==> src/design/dram_sched_pkg.sv <==
/*
 * shared widths, timing defaults, APB register map and enums for the DRAM scheduler
 * address layout is row | bank group | bank | column, with the column in the low bits
 * FIFO_DEPTH must be a power of two because the queue pointers wrap freely
 * timing fields are TIMER_W bits wide, and a programmed value of 0 acts like 1
 */
package dram_sched_pkg;

	// request address geometry
	localparam int ADDR_W    = 16;
	localparam int COL_W     = 6;
	localparam int BANK_W    = 2;
	localparam int BG_W      = 2;
	localparam int ROW_W     = 6;
	localparam int COL_LSB   = 0;
	localparam int BANK_LSB  = COL_LSB + COL_W;   // bits 7..6
	localparam int BG_LSB    = BANK_LSB + BANK_W; // bits 9..8
	localparam int ROW_LSB   = BG_LSB + BG_W;     // bits 15..10
	localparam int BIDX_W    = BG_W + BANK_W;     // flat bank index {bg, bank}
	localparam int NUM_BANKS = 1 << BIDX_W;

	// queue and counter sizes
	localparam int FIFO_DEPTH = 4;
	localparam int FIFO_PTR_W = $clog2(FIFO_DEPTH);
	localparam int TIMER_W    = 8;
	localparam int REFI_W     = 16;

	// APB bus widths
	localparam int APB_AW = 8;
	localparam int APB_DW = 32;

	// timing register reset values, in clock cycles
	localparam logic [TIMER_W-1:0] T_RCD_DEF  = TIMER_W'(4);
	localparam logic [TIMER_W-1:0] T_RP_DEF   = TIMER_W'(4);
	localparam logic [TIMER_W-1:0] T_RAS_DEF  = TIMER_W'(10);
	localparam logic [TIMER_W-1:0] T_RFC_DEF  = TIMER_W'(12);
	localparam logic [REFI_W-1:0]  T_REFI_DEF = REFI_W'(2000);

	// register map, byte offsets
	localparam logic [APB_AW-1:0] REG_CTRL  = APB_AW'('h00); // bit 0 = scheduler enable
	localparam logic [APB_AW-1:0] REG_TRCD  = APB_AW'('h04);
	localparam logic [APB_AW-1:0] REG_TRP   = APB_AW'('h08);
	localparam logic [APB_AW-1:0] REG_TRAS  = APB_AW'('h0C);
	localparam logic [APB_AW-1:0] REG_TRFC  = APB_AW'('h10);
	localparam logic [APB_AW-1:0] REG_TREFI = APB_AW'('h14);

	typedef enum logic [2:0] {NOP, ACT, RD, WR, PRE, PREA, REF} dram_cmd_e;

	// which command the running sequence needs next
	typedef enum logic [2:0] {
		IDLE,        // no request in sequence
		PRECHARGING, // row miss, PRE pending
		ACTIVATING,  // bank closed, ACT pending
		ACCESS,      // row open, RD/WR pending
		REF_PREA,    // refresh, PREA pending
		REF_WAIT     // refresh, REF pending
	} bank_state_e;

endpackage

==> src/design/req_fifo.sv <==
/*
 * in-order request queue, valid/ready on the push side
 * req_ready is registered, low in reset and whenever the queue is full
 * head fields are only meaningful while head_valid is high
 * head_pop must not be raised on an empty queue
 */
`timescale 1ns/1ps

module req_fifo (
	input  logic                              clk,
	input  logic                              rst_n,
	input  logic                              req_valid,
	input  logic                              req_write,
	input  logic [dram_sched_pkg::ADDR_W-1:0] req_addr,
	input  logic                              head_pop,
	output logic                              req_ready,
	output logic                              head_valid,
	output logic                              head_write,
	output logic [dram_sched_pkg::ADDR_W-1:0] head_addr
);

	logic                              mem_write [dram_sched_pkg::FIFO_DEPTH];
	logic [dram_sched_pkg::ADDR_W-1:0] mem_addr  [dram_sched_pkg::FIFO_DEPTH];
	logic [dram_sched_pkg::FIFO_PTR_W-1:0] wr_ptr, rd_ptr;
	logic [dram_sched_pkg::FIFO_PTR_W:0]   count, count_nxt; // one extra bit for full
	logic push;

	assign push = req_valid && req_ready;

	always_comb begin
		count_nxt = count;
		if (push && !head_pop) count_nxt = count + 1'b1;
		else if (!push && head_pop) count_nxt = count - 1'b1; // push+pop leaves count as is
	end

	always_ff @(posedge clk or negedge rst_n) begin
		if (!rst_n) begin
			wr_ptr    <= '0;
			rd_ptr    <= '0;
			count     <= '0;
			req_ready <= 1'b0;
		end else begin
			count     <= count_nxt;
			req_ready <= !count_nxt[dram_sched_pkg::FIFO_PTR_W]; // msb set only at FIFO_DEPTH
			if (push) wr_ptr <= wr_ptr + 1'b1;     // wraps at depth
			if (head_pop) rd_ptr <= rd_ptr + 1'b1;
		end
	end

	// storage, no reset needed
	always_ff @(posedge clk) begin
		if (push) begin
			mem_write[wr_ptr] <= req_write;
			mem_addr[wr_ptr]  <= req_addr;
		end
	end

	assign head_valid = (count != '0);
	assign head_write = mem_write[rd_ptr];
	assign head_addr  = mem_addr[rd_ptr];

	// scheduler only pops a request it has actually seen
	a_pop_nonempty: assert property (@(posedge clk) disable iff (!rst_n) head_pop |-> head_valid);

endmodule

==> src/design/timing_regs.sv <==
/*
 * APB slave holding the DRAM timing values and the scheduler enable
 * pready is tied high, so every transfer ends in its access phase
 * writes land at the end of the access phase, unmapped offsets give pslverr
 * new timing values apply to commands issued after the write
 */
`timescale 1ns/1ps

module timing_regs (
	input  logic                               clk,
	input  logic                               rst_n,
	input  logic [dram_sched_pkg::APB_AW-1:0]  paddr,
	input  logic                               psel,
	input  logic                               penable,
	input  logic                               pwrite,
	input  logic [dram_sched_pkg::APB_DW-1:0]  pwdata,
	output logic [dram_sched_pkg::APB_DW-1:0]  prdata,
	output logic                               pready,
	output logic                               pslverr,
	output logic                               sched_en,
	output logic [dram_sched_pkg::TIMER_W-1:0] t_rcd,
	output logic [dram_sched_pkg::TIMER_W-1:0] t_rp,
	output logic [dram_sched_pkg::TIMER_W-1:0] t_ras,
	output logic [dram_sched_pkg::TIMER_W-1:0] t_rfc,
	output logic [dram_sched_pkg::REFI_W-1:0]  t_refi
);

	logic mapped; // offset hits a register
	logic wr_en;

	// address decode and read mux
	always_comb begin
		mapped = 1'b1;
		prdata = '0;
		case (paddr)
			dram_sched_pkg::REG_CTRL:  prdata[0] = sched_en;
			dram_sched_pkg::REG_TRCD:  prdata[dram_sched_pkg::TIMER_W-1:0] = t_rcd;
			dram_sched_pkg::REG_TRP:   prdata[dram_sched_pkg::TIMER_W-1:0] = t_rp;
			dram_sched_pkg::REG_TRAS:  prdata[dram_sched_pkg::TIMER_W-1:0] = t_ras;
			dram_sched_pkg::REG_TRFC:  prdata[dram_sched_pkg::TIMER_W-1:0] = t_rfc;
			dram_sched_pkg::REG_TREFI: prdata[dram_sched_pkg::REFI_W-1:0] = t_refi;
			default:                   mapped = 1'b0;
		endcase
	end

	assign pready  = 1'b1; // zero wait states
	assign pslverr = psel && penable && !mapped;
	assign wr_en   = psel && penable && pwrite && mapped;

	always_ff @(posedge clk or negedge rst_n) begin
		if (!rst_n) begin
			sched_en <= 1'b1; // scheduler runs out of reset
			t_rcd    <= dram_sched_pkg::T_RCD_DEF;
			t_rp     <= dram_sched_pkg::T_RP_DEF;
			t_ras    <= dram_sched_pkg::T_RAS_DEF;
			t_rfc    <= dram_sched_pkg::T_RFC_DEF;
			t_refi   <= dram_sched_pkg::T_REFI_DEF;
		end else if (wr_en) begin
			case (paddr)
				dram_sched_pkg::REG_CTRL:  sched_en <= pwdata[0];
				dram_sched_pkg::REG_TRCD:  t_rcd <= pwdata[dram_sched_pkg::TIMER_W-1:0];
				dram_sched_pkg::REG_TRP:   t_rp <= pwdata[dram_sched_pkg::TIMER_W-1:0];
				dram_sched_pkg::REG_TRAS:  t_ras <= pwdata[dram_sched_pkg::TIMER_W-1:0];
				dram_sched_pkg::REG_TRFC:  t_rfc <= pwdata[dram_sched_pkg::TIMER_W-1:0];
				dram_sched_pkg::REG_TREFI: t_refi <= pwdata[dram_sched_pkg::REFI_W-1:0];
				default: ; // not reachable, wr_en needs a mapped offset
			endcase
		end
	end

	// access phase only ever follows a select from the master
	a_penable_needs_psel: assert property (
		@(posedge clk) disable iff (!rst_n) penable |-> psel
	);

endmodule

==> src/design/refresh_timer.sv <==
/*
 * refresh interval counter
 * ref_req rises when the count hits zero and holds until ref_done
 * lowering t_refi clamps a running count at once, raising it applies at the next reload
 * t_refi of 0 keeps ref_req asserted
 */
`timescale 1ns/1ps

module refresh_timer (
	input  logic                              clk,
	input  logic                              rst_n,
	input  logic [dram_sched_pkg::REFI_W-1:0] t_refi,
	input  logic                              ref_done,
	output logic                              ref_req
);

	logic [dram_sched_pkg::REFI_W-1:0] refi_cnt; // cycles left to next refresh

	always_ff @(posedge clk or negedge rst_n) begin
		if (!rst_n) begin
			refi_cnt <= dram_sched_pkg::T_REFI_DEF;
			ref_req  <= 1'b0;
		end else if (ref_done) begin
			refi_cnt <= t_refi; // interval restarts when REF goes out
			ref_req  <= 1'b0;
		end else if (refi_cnt == '0) begin
			ref_req <= 1'b1; // hold until scheduler serves it
		end else if (refi_cnt > t_refi) begin
			refi_cnt <= t_refi; // shorter interval programmed mid-count
		end else begin
			refi_cnt <= refi_cnt - 1'b1;
		end
	end

endmodule

==> src/design/cmd_sched.sv <==
/*
 * DRAM command scheduler, one request in sequence at a time, strictly in order
 * per-bank tRCD, tRAS and tRP countdowns plus a global tRFC blackout
 * commands are combinational from state and queue head, one per cycle at most
 * pending refresh wins only between requests, PREA then REF
 * sched_en low freezes issue, the queue keeps filling
 */
`timescale 1ns/1ps

module cmd_sched (
	input  logic                               clk,
	input  logic                               rst_n,
	input  logic                               sched_en,
	input  logic [dram_sched_pkg::TIMER_W-1:0] t_rcd,
	input  logic [dram_sched_pkg::TIMER_W-1:0] t_rp,
	input  logic [dram_sched_pkg::TIMER_W-1:0] t_ras,
	input  logic [dram_sched_pkg::TIMER_W-1:0] t_rfc,
	input  logic                               head_valid,
	input  logic                               head_write,
	input  logic [dram_sched_pkg::ADDR_W-1:0]  head_addr,
	input  logic                               ref_req,
	output logic                               head_pop,
	output logic                               ref_done,
	output logic                               cmd_valid,
	output dram_sched_pkg::dram_cmd_e          cmd_op,
	output logic [dram_sched_pkg::BG_W-1:0]    cmd_bg,
	output logic [dram_sched_pkg::BANK_W-1:0]  cmd_bank,
	output logic [dram_sched_pkg::ROW_W-1:0]   cmd_row,
	output logic [dram_sched_pkg::COL_W-1:0]   cmd_col
);

	logic [dram_sched_pkg::NUM_BANKS-1:0] bank_open;
	logic [dram_sched_pkg::ROW_W-1:0]   open_row [dram_sched_pkg::NUM_BANKS];
	logic [dram_sched_pkg::TIMER_W-1:0] rcd_cnt  [dram_sched_pkg::NUM_BANKS]; // act -> rd/wr
	logic [dram_sched_pkg::TIMER_W-1:0] ras_cnt  [dram_sched_pkg::NUM_BANKS]; // act -> pre
	logic [dram_sched_pkg::TIMER_W-1:0] rp_cnt   [dram_sched_pkg::NUM_BANKS]; // pre -> act
	logic [dram_sched_pkg::TIMER_W-1:0] rfc_cnt;                              // ref -> any
	dram_sched_pkg::bank_state_e state, state_nxt, seq;
	logic [dram_sched_pkg::BIDX_W-1:0] hd_idx;
	logic row_hit, ras_all_clear, rp_all_clear, can_issue, all_bank_cmd;

	// a count of t-1 reaches zero exactly t cycles after the command edge
	function automatic logic [dram_sched_pkg::TIMER_W-1:0] load_val(
		input logic [dram_sched_pkg::TIMER_W-1:0] t
	);
		return (t == '0) ? '0 : t - 1'b1;
	endfunction

	assign hd_idx  = head_addr[dram_sched_pkg::BANK_LSB +: dram_sched_pkg::BIDX_W]; // {bg, bank}
	assign row_hit = bank_open[hd_idx]
		&& (open_row[hd_idx] == head_addr[dram_sched_pkg::ROW_LSB +: dram_sched_pkg::ROW_W]);

	always_comb begin
		ras_all_clear = 1'b1;
		rp_all_clear  = 1'b1;
		for (int i = 0; i < dram_sched_pkg::NUM_BANKS; i++) begin
			if (bank_open[i] && ras_cnt[i] != '0) ras_all_clear = 1'b0; // closed banks don't care
			if (rp_cnt[i] != '0) rp_all_clear = 1'b0;
		end
	end

	// from IDLE pick the sequence, otherwise keep the one in flight
	always_comb begin
		seq = state;
		if (state == dram_sched_pkg::IDLE) begin
			if (ref_req) seq = dram_sched_pkg::REF_PREA;
			else if (head_valid && row_hit) seq = dram_sched_pkg::ACCESS;
			else if (head_valid && bank_open[hd_idx]) seq = dram_sched_pkg::PRECHARGING;
			else if (head_valid) seq = dram_sched_pkg::ACTIVATING;
		end
	end

	assign can_issue = sched_en && (rfc_cnt == '0);

	always_comb begin
		cmd_op    = dram_sched_pkg::NOP;
		state_nxt = state;
		if (can_issue) begin
			case (seq)
				dram_sched_pkg::PRECHARGING: if (ras_cnt[hd_idx] == '0) cmd_op = dram_sched_pkg::PRE;
				dram_sched_pkg::ACTIVATING:  if (rp_cnt[hd_idx] == '0) cmd_op = dram_sched_pkg::ACT;
				dram_sched_pkg::ACCESS: begin
					if (rcd_cnt[hd_idx] == '0)
						cmd_op = head_write ? dram_sched_pkg::WR : dram_sched_pkg::RD;
				end
				dram_sched_pkg::REF_PREA: if (ras_all_clear) cmd_op = dram_sched_pkg::PREA;
				dram_sched_pkg::REF_WAIT: if (rp_all_clear) cmd_op = dram_sched_pkg::REF;
				default: ;
			endcase
			state_nxt = seq; // waiting on a timer keeps the chosen sequence
			case (cmd_op)
				dram_sched_pkg::PRE:  state_nxt = dram_sched_pkg::ACTIVATING;
				dram_sched_pkg::ACT:  state_nxt = dram_sched_pkg::ACCESS;
				dram_sched_pkg::PREA: state_nxt = dram_sched_pkg::REF_WAIT;
				dram_sched_pkg::RD, dram_sched_pkg::WR, dram_sched_pkg::REF:
					state_nxt = dram_sched_pkg::IDLE;
				default: ;
			endcase
		end
	end

	assign cmd_valid    = (cmd_op != dram_sched_pkg::NOP);
	assign head_pop     = (cmd_op == dram_sched_pkg::RD) || (cmd_op == dram_sched_pkg::WR);
	assign ref_done     = (cmd_op == dram_sched_pkg::REF);
	assign all_bank_cmd = (cmd_op == dram_sched_pkg::PREA) || ref_done; // no address on these
	assign cmd_bg   = all_bank_cmd ? '0
		: head_addr[dram_sched_pkg::BG_LSB +: dram_sched_pkg::BG_W];
	assign cmd_bank = all_bank_cmd ? '0
		: head_addr[dram_sched_pkg::BANK_LSB +: dram_sched_pkg::BANK_W];
	assign cmd_row  = all_bank_cmd ? '0
		: head_addr[dram_sched_pkg::ROW_LSB +: dram_sched_pkg::ROW_W];
	assign cmd_col  = all_bank_cmd ? '0
		: head_addr[dram_sched_pkg::COL_LSB +: dram_sched_pkg::COL_W];

	always_ff @(posedge clk or negedge rst_n) begin
		if (!rst_n) begin
			state     <= dram_sched_pkg::IDLE;
			bank_open <= '0;
			rfc_cnt   <= '0;
			for (int i = 0; i < dram_sched_pkg::NUM_BANKS; i++) begin
				rcd_cnt[i] <= '0;
				ras_cnt[i] <= '0;
				rp_cnt[i]  <= '0;
			end
		end else begin
			state <= state_nxt;
			if (rfc_cnt != '0) rfc_cnt <= rfc_cnt - 1'b1;
			for (int i = 0; i < dram_sched_pkg::NUM_BANKS; i++) begin // saturating countdowns
				if (rcd_cnt[i] != '0) rcd_cnt[i] <= rcd_cnt[i] - 1'b1;
				if (ras_cnt[i] != '0) ras_cnt[i] <= ras_cnt[i] - 1'b1;
				if (rp_cnt[i] != '0) rp_cnt[i] <= rp_cnt[i] - 1'b1;
			end
			case (cmd_op) // later loads override the decrement above
				dram_sched_pkg::ACT: begin
					bank_open[hd_idx] <= 1'b1;
					rcd_cnt[hd_idx]   <= load_val(t_rcd);
					ras_cnt[hd_idx]   <= load_val(t_ras);
				end
				dram_sched_pkg::PRE: begin
					bank_open[hd_idx] <= 1'b0;
					rp_cnt[hd_idx]    <= load_val(t_rp);
				end
				dram_sched_pkg::PREA: begin
					bank_open <= '0;
					for (int i = 0; i < dram_sched_pkg::NUM_BANKS; i++) rp_cnt[i] <= load_val(t_rp);
				end
				dram_sched_pkg::REF: rfc_cnt <= load_val(t_rfc);
				default: ;
			endcase
		end
	end

	// open row only matters while bank_open is set
	always_ff @(posedge clk) begin
		if (cmd_op == dram_sched_pkg::ACT) open_row[hd_idx] <= cmd_row;
	end

	// column access lands on the row an earlier ACT opened
	a_col_on_open_row: assert property (@(posedge clk) disable iff (!rst_n)
		head_pop |-> bank_open[{cmd_bg, cmd_bank}] && open_row[{cmd_bg, cmd_bank}] == cmd_row);
	// nothing issues in the cycle after a REF while t_rfc exceeds one
	a_rfc_blackout: assert property (@(posedge clk) disable iff (!rst_n)
		ref_done && t_rfc > 1 |=> !cmd_valid);

endmodule

==> src/design/dram_ctrl_top.sv <==
/*
 * DRAM controller top: request queue, APB timing registers, refresh timer, scheduler
 * command port has no back-pressure, the DRAM takes every command
 * APB slave has no wait states
 */
`timescale 1ns/1ps

module dram_ctrl_top (
	input  logic                              clk,
	input  logic                              rst_n,
	input  logic                              req_valid,
	input  logic                              req_write,
	input  logic [dram_sched_pkg::ADDR_W-1:0] req_addr,
	output logic                              req_ready,
	input  logic [dram_sched_pkg::APB_AW-1:0] paddr,
	input  logic                              psel,
	input  logic                              penable,
	input  logic                              pwrite,
	input  logic [dram_sched_pkg::APB_DW-1:0] pwdata,
	output logic [dram_sched_pkg::APB_DW-1:0] prdata,
	output logic                              pready,
	output logic                              pslverr,
	output logic                              cmd_valid,
	output dram_sched_pkg::dram_cmd_e         cmd_op,
	output logic [dram_sched_pkg::BG_W-1:0]   cmd_bg,
	output logic [dram_sched_pkg::BANK_W-1:0] cmd_bank,
	output logic [dram_sched_pkg::ROW_W-1:0]  cmd_row,
	output logic [dram_sched_pkg::COL_W-1:0]  cmd_col
);

	logic head_valid, head_write, head_pop; // queue head to scheduler
	logic [dram_sched_pkg::ADDR_W-1:0] head_addr;
	logic sched_en, ref_req, ref_done;
	logic [dram_sched_pkg::TIMER_W-1:0] t_rcd, t_rp, t_ras, t_rfc;
	logic [dram_sched_pkg::REFI_W-1:0] t_refi;

	req_fifo u_fifo (.clk, .rst_n, .req_valid, .req_write, .req_addr, .head_pop,
		.req_ready, .head_valid, .head_write, .head_addr);

	timing_regs u_regs (.clk, .rst_n, .paddr, .psel, .penable, .pwrite, .pwdata,
		.prdata, .pready, .pslverr, .sched_en, .t_rcd, .t_rp, .t_ras, .t_rfc, .t_refi);

	refresh_timer u_refresh (.clk, .rst_n, .t_refi, .ref_done, .ref_req);

	cmd_sched u_sched (.clk, .rst_n, .sched_en, .t_rcd, .t_rp, .t_ras, .t_rfc,
		.head_valid, .head_write, .head_addr, .ref_req, .head_pop, .ref_done,
		.cmd_valid, .cmd_op, .cmd_bg, .cmd_bank, .cmd_row, .cmd_col);

endmodule

==> config.mk <==
export PLATFORM = sky130hd
export DESIGN_NAME = dram_ctrl_top
export DESIGN_NICKNAME = d
export VERILOG_FILES = /design/src/design/dram_sched_pkg.sv /design/src/design/req_fifo.sv /design/src/design/timing_regs.sv /design/src/design/refresh_timer.sv /design/src/design/cmd_sched.sv /design/src/design/dram_ctrl_top.sv
export SDC_FILE = /design/constraint.sdc
export NUM_CORES = 2
export LEC_CHECK = 0
export BUFFER_PORTS_ARGS = -buffer_cell sky130_fd_sc_hd__clkbuf_2
export CAP_MARGIN = 10
export CORE_AREA = 10 10 318 320
export CTS_CLUSTER_DIAMETER = 80
export DETAILED_ROUTE_END_ITERATION = 7
export DIE_AREA = 0 0 328 330
export GPL_TIMING_DRIVEN = 0
export HOLD_SLACK_MARGIN = 0.12
export SYNTH_ARGS = -nofsm -noshare
export SYNTH_HDL_FRONTEND = slang
export SYNTH_SLANG_ARGS = --single-unit
==> constraint.sdc <==
create_clock -name clk -period 8.3 [get_ports clk]
set_clock_uncertainty 0.2 [all_clocks]
set_input_delay 1.66 -clock clk [delete_from_list [all_inputs] [get_ports clk]]
set_output_delay 1.66 -clock clk [all_outputs]
set_load 0.005 [all_outputs]
==> impl_results.md <==
* Outcome: completed
* Ranking of synthesized cells by instance count: 466 x dfrtp_1, 450 x nand2_1, 373 x nor2_1, 260 x mux2i_1, 184 x inv_1
* Layout area overhead at 12.9%
* Top FF cell, synth: dfrtp_1
* Setup repair after global routing missed its margin: no
* Aggregate routed wire length at roughly 120 mm
* First-iteration detailed-routing DRC count at 2,985
* Number of sinks driven by the clock tree at 649
* Data arrival time of the worst path at about 6400 ps
* Top cell family by delay on the critical path: buffers and inverters
* Via count of the first global-routing pass at around 29,000
* Global routing usage on met2 at ~33%
* Clock period minus final worst setup slack at roughly 8000 ps
* Worst slack at placement at between 100 and 150 ps
* Maximum number of pins on one net before global-route repair at 106
* Share of post-route cells with drive strength above 1 at around an eighth
* Cell with the most instances after synthesis: dfrtp_1
* Max Fanout on Critical Path at 10
* Leakage Power at around 19 nW
* Actual slew at the worst max-slew pin at about 1400 ps
* Max stage delay cell, worst path: nand4b_1
* Area of the core at 94,600 µm²
* Max-cap violations at 0
* Final RePlAce weighted congestion at 0.934
* Global-route track usage on met1 at 29.8%
* WL per Instance at 22.5 µm
* Gate count of the mapped netlist at between 3,000 and 4,000
* Number of failing hold endpoints at the final stage at 0
* Clk root buf: clkbuf_16
* Required time reported for the critical path endpoint at approximately 6400 ps
* FILL cells at approximately 9,000
* Post-layout nets at roughly 4,200
* Register-to-Register Setup Slack at ~2200 ps
* Hold Buf Count CTS at 0
* Congestion Overflow GR at 0
* Total number of vias at 29,800
* Maximum VDD drop at ~0.00017 V
* Sequence of cells on the critical path: buf_4 -> mux4_2 -> buf_2 -> buf_2 -> buf_2 -> buf_2 -> buf_1 -> nand4b_1 -> o22ai_1 -> a211oi_1 -> o2111ai_1 -> nor3b_4 -> a21boi_0 -> mux2i_2 -> o21ai_0 -> nand2b_1 -> clkbuf_2
* Fmax at 0.122 GHz
* Maximum count of clock buffers along a single path at 3
* Chip height at roughly 330 µm
* Proportion of synthesized chip area in sequential cells at between 40% and 50%
* Ranking of synthesized cells by area: dfrtp_1 31%, edfxtp_1 13%, mux2i_1 6.9%, nand2_1 4.5%, xnor2_1 4.2%
* Dominant cell type by area after synthesis: dfrtp_1
* Routing layer with the top usage in global route: met2
* Synthesized area divided by synthesized cell count at 9.89 µm²
* Overall global routing resource usage at approximately 22%
* Total instance count after detailed placement at approximately 5,200
* Total power per unit cell area at 251 nW/µm²
* Most common cell on crit path: buf_2
* Die Span X at approximately 330 µm
* Floorplan row count at between 100 and 150
* Iteration count of the initial detailed-routing pass at 6
* Initial antenna violation count at 2
* Met3 track utilization from global routing at approximately 4.4%
* Clock buffers created by TritonCTS at 74
* Period Utilization, post-route at between 90 and 100%
* Setup violation total in the final timing report at 0
* CTS tree: done
* Number of distinct library cells after synthesis at 86
* Number of enable-type register cells in the synthesized netlist at approximately 160
* Fin cells at 5,307
* Number of synthesized register bits at around 650
* First-pass GRT wire length at 181 mm
* Worst setup SP type: flop
* CP peak stage delay at between 700 and 800 ps
* Endpoint kind of the worst setup timing path: output port
* Count of antenna-violating nets left after detailed routing at 0
* Clock latency on the worst-skew pair at between 600 and 700 ps
* Critical path type: reg2out
* Final Util at between 40% and 50%
* Post-synth top area share at just over 30%
* Worst min-delay path category: reg2reg
* Buf+Inv Stages, Crit Path at 7
* Count of pins over their slew limit at 0
* H-tree levels at 3
* Synth Cell Area at between 30,000 and 40,000 µm²
* Relative slew slack at 4.66%
* Fraction of synthesis flops using an asynchronous set or reset pin at between 70% and 80%
* DP HPWL at 85.2 mm
* Input/output buffers at 83
* Worst-case setup margin in the final layout at around 95 ps
* Top Ports at around 120
* Yosys warnings at 0
* Effective utilization at floorplan at between 30 and 40%
* Die Footprint at roughly 110,000 µm²
* Clock Pin Slew Worst Setup and Hold Paths at roughly 60 ps
* Vias per Instance at 5.62
* # DRC at 0
stage by stage:
step	TNS [ps]	hold slack [ps]	instance area (µm²)	power, mW
after floorplan	0	266	37600	6.41
after global placement	-3072480	293	39600	7.18
after detailed placement	0	300	39800	7.24
after CTS	0	316	42300	10.7
after global routing	0	349	42400	11.3
final	0	317	42400	10.7
state kept, by name, summed over array words and instances (netlist names), 3 cells and up, named ones only:
| register | cells |
|---|---|
| u_sched.open_row | 96 |
| u_sched.bank_open | 16 |
| u_regs.t_rp | 8 |
| u_fifo.mem_write | 4 |
| u_sched.state | 3 |
| u_refresh.refi_cnt | 16 |
| u_sched.rfc_cnt | 8 |
| u_regs.t_ras | 8 |
| u_sched.rp_cnt | 128 |
| u_sched.ras_cnt | 128 |
| u_fifo.mem_addr | 64 |
| u_regs.t_rfc | 8 |
| u_regs.t_refi | 16 |
| u_regs.t_rcd | 8 |
| u_sched.rcd_cnt | 128 |
kinds of logic after synthesis:
kind of cell	Yosys count	share of synthesized area, %
multiplexers	352	10.4
XOR/XNOR	309	7.21
other	2	0.0200
AND/OR/NAND/NOR	1405	18.3
flip-flops	649	45.5
AO/OA/AOI/OAI	593	10.4
adder cells (fa/ha/maj)	118	3.93
buffers and inverters	368	4.29
worst paths after layout:
| path | start | to | cells after the start |
|---|---|---|---|
| setup / recovery | u_fifo.rd_ptr[0] | cmd_valid | 17 |
| hold / removal | u_sched.state[2] | u_sched.state[2] | 2 |
| setup reg to reg | u_fifo.rd_ptr[0] | flop | 19 |
| hold reg to reg | u_sched.state[2] | u_sched.state[2] | 2 |
| max in group asynchronous | rst_n | u_sched.rcd_cnt[15] | 5 |
| min in group asynchronous | rst_n | u_sched.rp_cnt[71] | 1 |
report_power, final:
part | internal [mW] | switching, mW | total [mW]
logic | 1.26 | 1.71 | 2.96
clock network | 1.97 | 1.43 | 3.41
registers | 3.81 | 0.476 | 4.29
total | 7.04 | 3.62 | 10.7
area by class of cell:
class	instances	area, µm²	area share (%)
flip-flops and latches	649	17100	40.3
clock inverters	31	389	0.918
well taps	1265	1580	3.73
multi-input cells	2794	19000	44.7
clock buffers	103	2130	5.03
diodes	1	2.50	0.00591
repair buffers	96	607	1.43
plain buffers	179	910	2.15
inverters	189	711	1.68
what timing repair did:
| action | in CTS | in global routing |
|---|---|---|
| cloned | 0 | 0 |
| resized for setup | 12 | 9 |
| buffers inserted | 0 | 1 |
| setup endpoints to repair | 7 | 7 |
routing by layer:
layer	vias to the layer above	wire length [µm]
met3	273	9370
met2	1147	52800
met5	-	0
met1	14600	52200
met4	0	4710
li1	13800	-
layout by cell type, fill, tap and decap left out, types with 35 or more instances in the layout:
| master | count |
|---|---|
| a21oi_1 | 161 |
| xor2_1 | 127 |
| a211oi_1 | 56 |
| edfxtp_1 | 164 |
| dfrtp_1 | 466 |
| buf_4 | 35 |
| or4_1 | 51 |
| clkbuf_16 | 76 |
| nor2_1 | 369 |
| inv_1 | 184 |
| mux2_2 | 67 |
| xnor2_1 | 182 |
| clkbuf_1 | 80 |
| o21ai_0 | 121 |
| clkbuf_2 | 84 |
| nor3_1 | 178 |
| nand2_1 | 449 |
| buf_2 | 60 |
| or3_1 | 49 |
| ha_1 | 118 |
| mux2i_1 | 259 |
| o31ai_1 | 72 |
| nor4_1 | 40 |
worst register-to-register path, cell delays in order (launching register included):
cell and delay [ps]:
dfrtp_1 360, buf_4 180, mux4_2 350, buf_2 240, buf_2 280, buf_2 460
buf_2 490, buf_1 710, nand4b_1 790, o22ai_1 390, a211oi_1 80, o2111ai_1 330
nor3b_4 170, nand3_1 260, inv_1 80, ha_1 240, nand2_1 70, o21ai_0 110
a21oi_1 170, a31oi_1 60
Power figures use the tool's default switching activity.
